--- src/source/msg_bridge_pkg.sv ---
package msg_bridge_pkg;

  // ****************************************
  // Message word
  // ****************************************
  localparam int MSG_WIDTH = 32;

  typedef logic [MSG_WIDTH-1:0] msg_t;

  // ****************************************
  // FIFO depths, in words
  // ****************************************
  localparam int WR_FIFO_DEPTH   = 16;
  localparam int RD_FIFO_DEPTH   = 16;
  localparam int LOOP_FIFO_DEPTH = 16;

  // All-ones word that closes a host stream
  localparam msg_t END_MARKER = '1;

endpackage

--- src/source/msg_fifo_if.sv ---
`timescale 1ns/100ps

interface msg_fifo_if;
  import msg_bridge_pkg::*;

  // Write side
  msg_t din;
  logic wr_en;
  logic full;

  // Read side, dout is valid while empty is low
  logic rd_en;
  msg_t dout;
  logic empty;

  modport fifo (
    input  din, wr_en, rd_en,
    output dout, full, empty
  );

  // The writer also watches empty, for the end-of-file checks
  modport writer (
    output din, wr_en,
    input  full, empty
  );

  modport reader (
    output rd_en,
    input  dout, empty
  );

endinterface

--- src/source/msg_fifo.sv ---
`timescale 1ns/100ps

module msg_fifo #(
  parameter int DEPTH = 16
) (
  input logic     bus_clk,
  input logic     rst,
  msg_fifo_if.fifo q
);
  import msg_bridge_pkg::*;

  localparam int PTR_W = $clog2(DEPTH);
  localparam int CNT_W = $clog2(DEPTH + 1);

  msg_t             mem [DEPTH];
  logic [PTR_W-1:0] wr_ptr;
  logic [PTR_W-1:0] rd_ptr;
  logic [CNT_W-1:0] count;
  logic             do_wr;
  logic             do_rd;

  // Requests that are honored this cycle
  assign do_wr = q.wr_en && !q.full;
  assign do_rd = q.rd_en && !q.empty;

  // ****************************************
  // Status and first-word-fall-through head
  // ****************************************
  assign q.full  = (count == CNT_W'(DEPTH));
  assign q.empty = (count == '0);
  assign q.dout  = mem[rd_ptr];

  // Storage
  always_ff @(posedge bus_clk) begin
    if (do_wr) begin
      mem[wr_ptr] <= q.din;
    end
  end

  // ****************************************
  // Pointers and occupancy
  // ****************************************
  always_ff @(posedge bus_clk) begin
    if (rst) begin
      wr_ptr <= '0;
      rd_ptr <= '0;
      count  <= '0;
    end else begin
      if (do_wr) begin
        if (wr_ptr == PTR_W'(DEPTH - 1)) begin
          wr_ptr <= '0;
        end else begin
          wr_ptr <= wr_ptr + 1'b1;
        end
      end
      if (do_rd) begin
        if (rd_ptr == PTR_W'(DEPTH - 1)) begin
          rd_ptr <= '0;
        end else begin
          rd_ptr <= rd_ptr + 1'b1;
        end
      end
      // Count only moves when exactly one side acts
      if (do_wr && !do_rd) begin
        count <= count + 1'b1;
      end else if (do_rd && !do_wr) begin
        count <= count - 1'b1;
      end
    end
  end

endmodule

--- src/source/stream_channel_ctrl.sv ---
`timescale 1ns/100ps

module stream_channel_ctrl (
  input  logic                  bus_clk,
  input  logic                  rst,

  // Application words towards the host
  input  msg_bridge_pkg::msg_t  fpga_msg,
  input  logic                  fpga_msg_valid,
  input  logic                  rd_open,
  input  logic                  wr_open,
  input  logic                  app_done,

  // FIFO sides
  msg_fifo_if.reader            wr_q,
  msg_fifo_if.writer            rd_q,
  msg_fifo_if.writer            loop_q,

  input  logic                  pc_msg_ack,

  output logic                  rd_eof,
  output logic                  loop_eof
);
  import msg_bridge_pkg::*;

  logic ack_taken;
  logic rd_eof_cond;
  logic loop_eof_cond;

  // ****************************************
  // Host write queue pop and loopback copy
  // ****************************************

  // The ack pops wr_q, an ack on an empty queue does nothing
  assign wr_q.rd_en = pc_msg_ack;
  assign ack_taken  = pc_msg_ack && !wr_q.empty;

  // Every word the application takes is echoed back to the host
  assign loop_q.din   = wr_q.dout;
  assign loop_q.wr_en = ack_taken;

  // ****************************************
  // Read channel gating
  // ****************************************

  // Words offered while the host has the channel closed are dropped
  assign rd_q.din   = fpga_msg;
  assign rd_q.wr_en = fpga_msg_valid && rd_open;

  // ****************************************
  // End-of-file flags
  // ****************************************

  // End marker at the head of the write queue, nothing left to read
  assign rd_eof_cond = (!wr_q.empty && (wr_q.dout == END_MARKER) && rd_q.empty)
                       || app_done;

  // Host closed the write side and the loopback is drained
  assign loop_eof_cond = !wr_open && loop_q.empty;

  always_ff @(posedge bus_clk) begin
    if (rst) begin
      rd_eof   <= 1'b0;
      loop_eof <= 1'b0;
    end else begin
      rd_eof   <= rd_eof_cond;
      loop_eof <= loop_eof_cond;
    end
  end

endmodule

--- src/source/msg_bridge_top.sv ---
`timescale 1ns/100ps

module msg_bridge_top (
  input  logic                  bus_clk,
  input  logic                  rst,

  // Host write channel
  input  msg_bridge_pkg::msg_t  wr_data,
  input  logic                  wr_wren,
  input  logic                  wr_open,
  output logic                  wr_full,

  // Host read channel
  output msg_bridge_pkg::msg_t  rd_data,
  input  logic                  rd_rden,
  input  logic                  rd_open,
  output logic                  rd_empty,
  output logic                  rd_eof,

  // Host loop channel
  output msg_bridge_pkg::msg_t  loop_data,
  input  logic                  loop_rden,
  output logic                  loop_empty,
  output logic                  loop_eof,

  // Application side
  output msg_bridge_pkg::msg_t  pc_msg,
  output logic                  pc_msg_empty,
  input  logic                  pc_msg_ack,
  input  msg_bridge_pkg::msg_t  fpga_msg,
  input  logic                  fpga_msg_valid,
  output logic                  fpga_msg_full,
  input  logic                  app_done
);
  import msg_bridge_pkg::*;

  msg_fifo_if wr_q_if ();
  msg_fifo_if rd_q_if ();
  msg_fifo_if loop_q_if ();

  // ****************************************
  // Host side port mapping
  // ****************************************
  assign wr_q_if.din   = wr_data;
  assign wr_q_if.wr_en = wr_wren;
  assign wr_full       = wr_q_if.full;

  assign rd_data       = rd_q_if.dout;
  assign rd_q_if.rd_en = rd_rden;
  assign rd_empty      = rd_q_if.empty;

  assign loop_data       = loop_q_if.dout;
  assign loop_q_if.rd_en = loop_rden;
  assign loop_empty      = loop_q_if.empty;

  // Application side port mapping
  assign pc_msg        = wr_q_if.dout;
  assign pc_msg_empty  = wr_q_if.empty;
  assign fpga_msg_full = rd_q_if.full;

  // ****************************************
  // FIFOs
  // ****************************************
  msg_fifo #(.DEPTH(WR_FIFO_DEPTH)) wr_q (
    .bus_clk (bus_clk),
    .rst     (rst),
    .q       (wr_q_if.fifo)
  );

  msg_fifo #(.DEPTH(RD_FIFO_DEPTH)) rd_q (
    .bus_clk (bus_clk),
    .rst     (rst),
    .q       (rd_q_if.fifo)
  );

  msg_fifo #(.DEPTH(LOOP_FIFO_DEPTH)) loop_q (
    .bus_clk (bus_clk),
    .rst     (rst),
    .q       (loop_q_if.fifo)
  );

  // Gating, loopback capture and end-of-file flags
  stream_channel_ctrl ctrl (
    .bus_clk        (bus_clk),
    .rst            (rst),
    .fpga_msg       (fpga_msg),
    .fpga_msg_valid (fpga_msg_valid),
    .rd_open        (rd_open),
    .wr_open        (wr_open),
    .app_done       (app_done),
    .wr_q           (wr_q_if.reader),
    .rd_q           (rd_q_if.writer),
    .loop_q         (loop_q_if.writer),
    .pc_msg_ack     (pc_msg_ack),
    .rd_eof         (rd_eof),
    .loop_eof       (loop_eof)
  );

endmodule

--- config.mk ---
export PLATFORM = sky130hd
export DESIGN_NAME = msg_bridge_top
export DESIGN_NICKNAME = d
export VERILOG_FILES = /design/src/source/msg_bridge_pkg.sv /design/src/source/msg_fifo_if.sv /design/src/source/msg_fifo.sv /design/src/source/stream_channel_ctrl.sv /design/src/source/msg_bridge_top.sv
export SDC_FILE = /design/constraint.sdc
export NUM_CORES = 1
export LEC_CHECK = 0
export CORE_UTILIZATION = 30
export CTS_CLUSTER_SIZE = 8
export DETAILED_ROUTE_END_ITERATION = 12
export DONT_BUFFER_PORTS = 1
export GPL_ROUTABILITY_DRIVEN = 0
export HOLD_SLACK_MARGIN = 0.1
export PLACE_DENSITY_LB_ADDON = 0.3
export REMOVE_ABC_BUFFERS = 1
export SYNTH_ARGS = -nofsm -noshare
export SYNTH_HDL_FRONTEND = slang
export SYNTH_SLANG_ARGS = --single-unit
--- constraint.sdc ---
create_clock -name bus_clk -period 7.1 [get_ports bus_clk]
set_input_delay 1.42 -clock bus_clk [delete_from_list [all_inputs] [get_ports bus_clk]]
set_output_delay 1.42 -clock bus_clk [all_outputs]
set_load 0.01 [all_outputs]
==> impl_results.md <==
- Status: completed
- Slew margin rel.: 23.7%
- Initial Util: between 30% and 40%
- Congestion Overflow GR: 0
- Flops & latches, synth: roughly 1600
- Commonest non-fill, non-tap cell in the layout: edfxtp_1
- Reg-to-reg setup timing slack: between 3 and 4 ns
- Routed WL: approximately 150000 um
- Setup violations, final: 0
- Net Sw Power: between 6000 and 7000 uW
- Pleak: roughly 0.021 uW
- Routed wire per std cell: between 20 and 30 um
- Max_cap viols: 0
- ANT nets after route: 0
- Slowest-stage cell, CP: dfxtp_4
- Yosys cell types: 39
- # rows: around 160
- Worst min-delay path category: register to register
- Clock Power Share: a little under two fifths
- Cell Chain, Critical Path: buf_4 -> mux4_2 -> nor2b_1 -> a211oi_1 -> a21oi_1 -> buf_4
- Fin cells: about 5500
- Top cell type's share of synthesized area: 76.6%
- Internal power: ~18000 uW
- Largest net degree at the start of global routing: 85
- Most frequent cells in the layout: edfxtp_1 (1536), mux4_2 (448), clkbuf_16 (217), buf_4 (78)
- Post-DP HPWL: between 70000 and 80000 um
- DRC: 0
- Initial DRT Pass Iterations: 7
- Uppermost layer routed: met4
- Die area: 203000 sq um
- Crit Path Max Fanout: 57
- Syn. warnings: 0
- Tcrit/Tclk final: 72.4%
- # resized after CTS: 0
- Detailed router's first-iteration violation count: about 2200
- First-pass GRT wire length: between 200000 and 250000 um
- RSZ-0062 raised after global routing: no
- Clk_skew: 0.0875 ns
- Req. time, crit path: roughly 5.7 ns
- Hold path cells: 2
- TritonCTS buffer count: roughly 220
- Fmax: 0.194 GHz
- Top_reg_cell synth: edfxtp_1
- Hold path startpoint: rd_q.rd_ptr[1]
- Asr flop ratio synth: 0%
- H-tree level count: 4
- Met3 WL: around 7800 um
- Ranking of synthesized cells by area: edfxtp_1 (77%), mux4_2 (17%), dfxtp_1 (1.8%)
- Port Buffer Count: 0
- Worst-Margin Slew: roughly 1.1 ns
- Met2 WL: 75900 um
- CTS tree: yes
- Routed length on met1: between 50000 and 60000 um
- Sink Count: approximately 1600
- Startpoint types: register
- CORE AREA: 200000 sq um
- Critical R2R Capture: ctrl.rd_eof
- Worst-path clk slew: approximately 0.05 ns
- Reg2Reg Depth: 7
- Clock root cell: clkbuf_16
- Cell Pwr Density: between 300 and 400 nW/um^2
- Die Y-Extent: 450 um
- Fillers: roughly 18000
- Kind of critical path: register to primary output
- Worst VDD drop: approximately 0.00022 V
- Share of layout cells above drive strength 1: 29.7%
- Tmin final: between 5 and 6 ns
- Vias per inst: 4.92
- Sequential share of the synthesized area: just under 80%
- Final net count: around 2800
- GRT Overall Usage: between 10% and 20%
- Vias in the first global route: approximately 29000
- Synthesis-to-layout area growth: 16.3%
- Cell mode on critical path: buf_4
- Die width: ~450 um
- Max Root-Sink Buffers: 3
- Clk_lat worst skew: approximately 0.87 ns
- Routed vias: around 27000
- Critical path data arrival time: between 3 and 4 ns
- Syn_area_per_cell: roughly 24 sq um
- Hold_buf cts: 0
- Post-CTS setup buffer count: 0
- Initial antenna violation count: 8
- Comb pwr share: around 16%
- Synth area leader: edfxtp_1
- Max Slew Vio Count: 0
- Placed Cells: roughly 5200
- I/O pins: 177
- Register share of total power: a little under half
- Sw Share: between 20 and 30%
- Gate Count Post-Synth: roughly 2500
- Hold Vio Cnt, Final: 0
- Critical Path End Type: primary output
- Area of the mapped netlist: between 60000 and 70000 sq um
- Critical Path Max Stage Delay: about 0.98 ns
- Power Total: between 20000 and 25000 uW
- Number of synthesized flops with an enable pin: ~1500
## how the worst max path moves through the flow
stage | from | to | slack (ns)
after floorplan | register | loop_data[0] | -0.78
after global placement | register | pc_msg[24] | 2.70
after detailed placement | register | pc_msg[24] | 2.77
after CTS | register | pc_msg[24] | 1.80
after global routing | register | pc_msg[24] | 1.69
final | register | pc_msg[24] | 1.96
## power by group through the flow
stage	logic (uW)	registers, uW	clock network, uW
3_3_place_gp	4100	11500	0
4_1_cts	4140	11400	9540
2_1_floorplan	2870	11700	0
3_5_place_dp	4130	11500	0
5_1_grt	4320	11400	9890
6_report	4020	11300	9310
## cells by family (layout without fill, tap and decap cells)
kind of cell / Yosys count / after routing / synth area share (%)
fa+ha+maj: 30 / 30 / 0.660
other cells: 0 / 3 / 0
buf+inv: 147 / 399 / 1.13
compound gates: 116 / 116 / 1.29
flops: 1589 / 1589 / 78.3
xor+xnor: 22 / 22 / 0.320
simple gates: 193 / 193 / 1.45
mux: 452 / 452 / 16.8
## cell usage after synthesis, types with 6 or more instances
library cell,n
o21ai_0,7
dfxtp_1,53
ha_1,27
clkbuf_1,67
mux4_2,448
nand4_1,9
nand2_1,59
a22oi_1,62
or3_1,6
nor3_1,19
nor4_1,7
inv_1,18
buf_4,12
a21oi_1,34
edfxtp_1,1536
xnor2_1,8
and2_1,6
nor2_1,66
a21o_1,6
buf_2,39
nand2b_1,6
xor2_1,14
## area by class of cell
cell class / instances / area, sq um / area share (%)
Timing Repair Buffer: 83 / 686 / 0.979
Multi-Input combinational cell: 813 / 12700 / 18.1
Antenna cell: 3 / 7.51 / 0.0107
Sequential cell: 1589 / 47200 / 67.4
Clock buffer: 279 / 5660 / 8.08
Clock inverter: 17 / 402 / 0.573
Tap cell: 2656 / 3320 / 4.74
Inverter: 20 / 75.1 / 0.107
## worst max-delay path: cells and delay by family, from the launching register on
family,cells,cell delay (ns)
flip-flops,1,0.98
multiplexers,1,0.56
AO/OA/AOI/OAI,2,0.38
AND/OR/NAND/NOR,1,0.14
buffers and inverters,2,0.77
## metrics by stage
stage / area [sq um] / TNS, ns / utilization [%] / worst slack [ns] / hold WS, ns
floorplan: 59600 / -70.09 / - / -0.776 / 0.456
global placement: 64000 / 0 / 32.1 / 2.70 / 0.472
detailed placement: 64000 / 0 / 32.1 / 2.77 / 0.482
CTS: 70100 / 0 / 35.1 / 1.80 / 0.493
global route: 70100 / 0 / 35.1 / 1.69 / 0.519
finish: 70100 / 0 / 35.1 / 1.96 / 0.494
## routing by layer
metal | global-route usage, % | vias to the layer above
met5 | 0 | -
met4 | 5.08 | 0
met3 | 3.05 | 238
met2 | 24.9 | 715
met1 | 18.1 | 14800
li1 | - | 11200
## registers in the layout (all words and copies together), names as in the netlist, named ones only
| signal | cells |
|---|---|
| loop_q.mem | 512 |
| rd_q.mem | 512 |
| wr_q.mem | 512 |
| loop_q.count | 5 |
| rd_q.count | 5 |
| wr_q.count | 5 |
| loop_q.rd_ptr | 4 |
| loop_q.wr_ptr | 4 |
| rd_q.rd_ptr | 4 |
| rd_q.wr_ptr | 4 |
| wr_q.rd_ptr | 4 |
| wr_q.wr_ptr | 4 |
| ctrl.loop_eof | 1 |
| ctrl.rd_eof | 1 |
(Power assumes the default switching activity.)
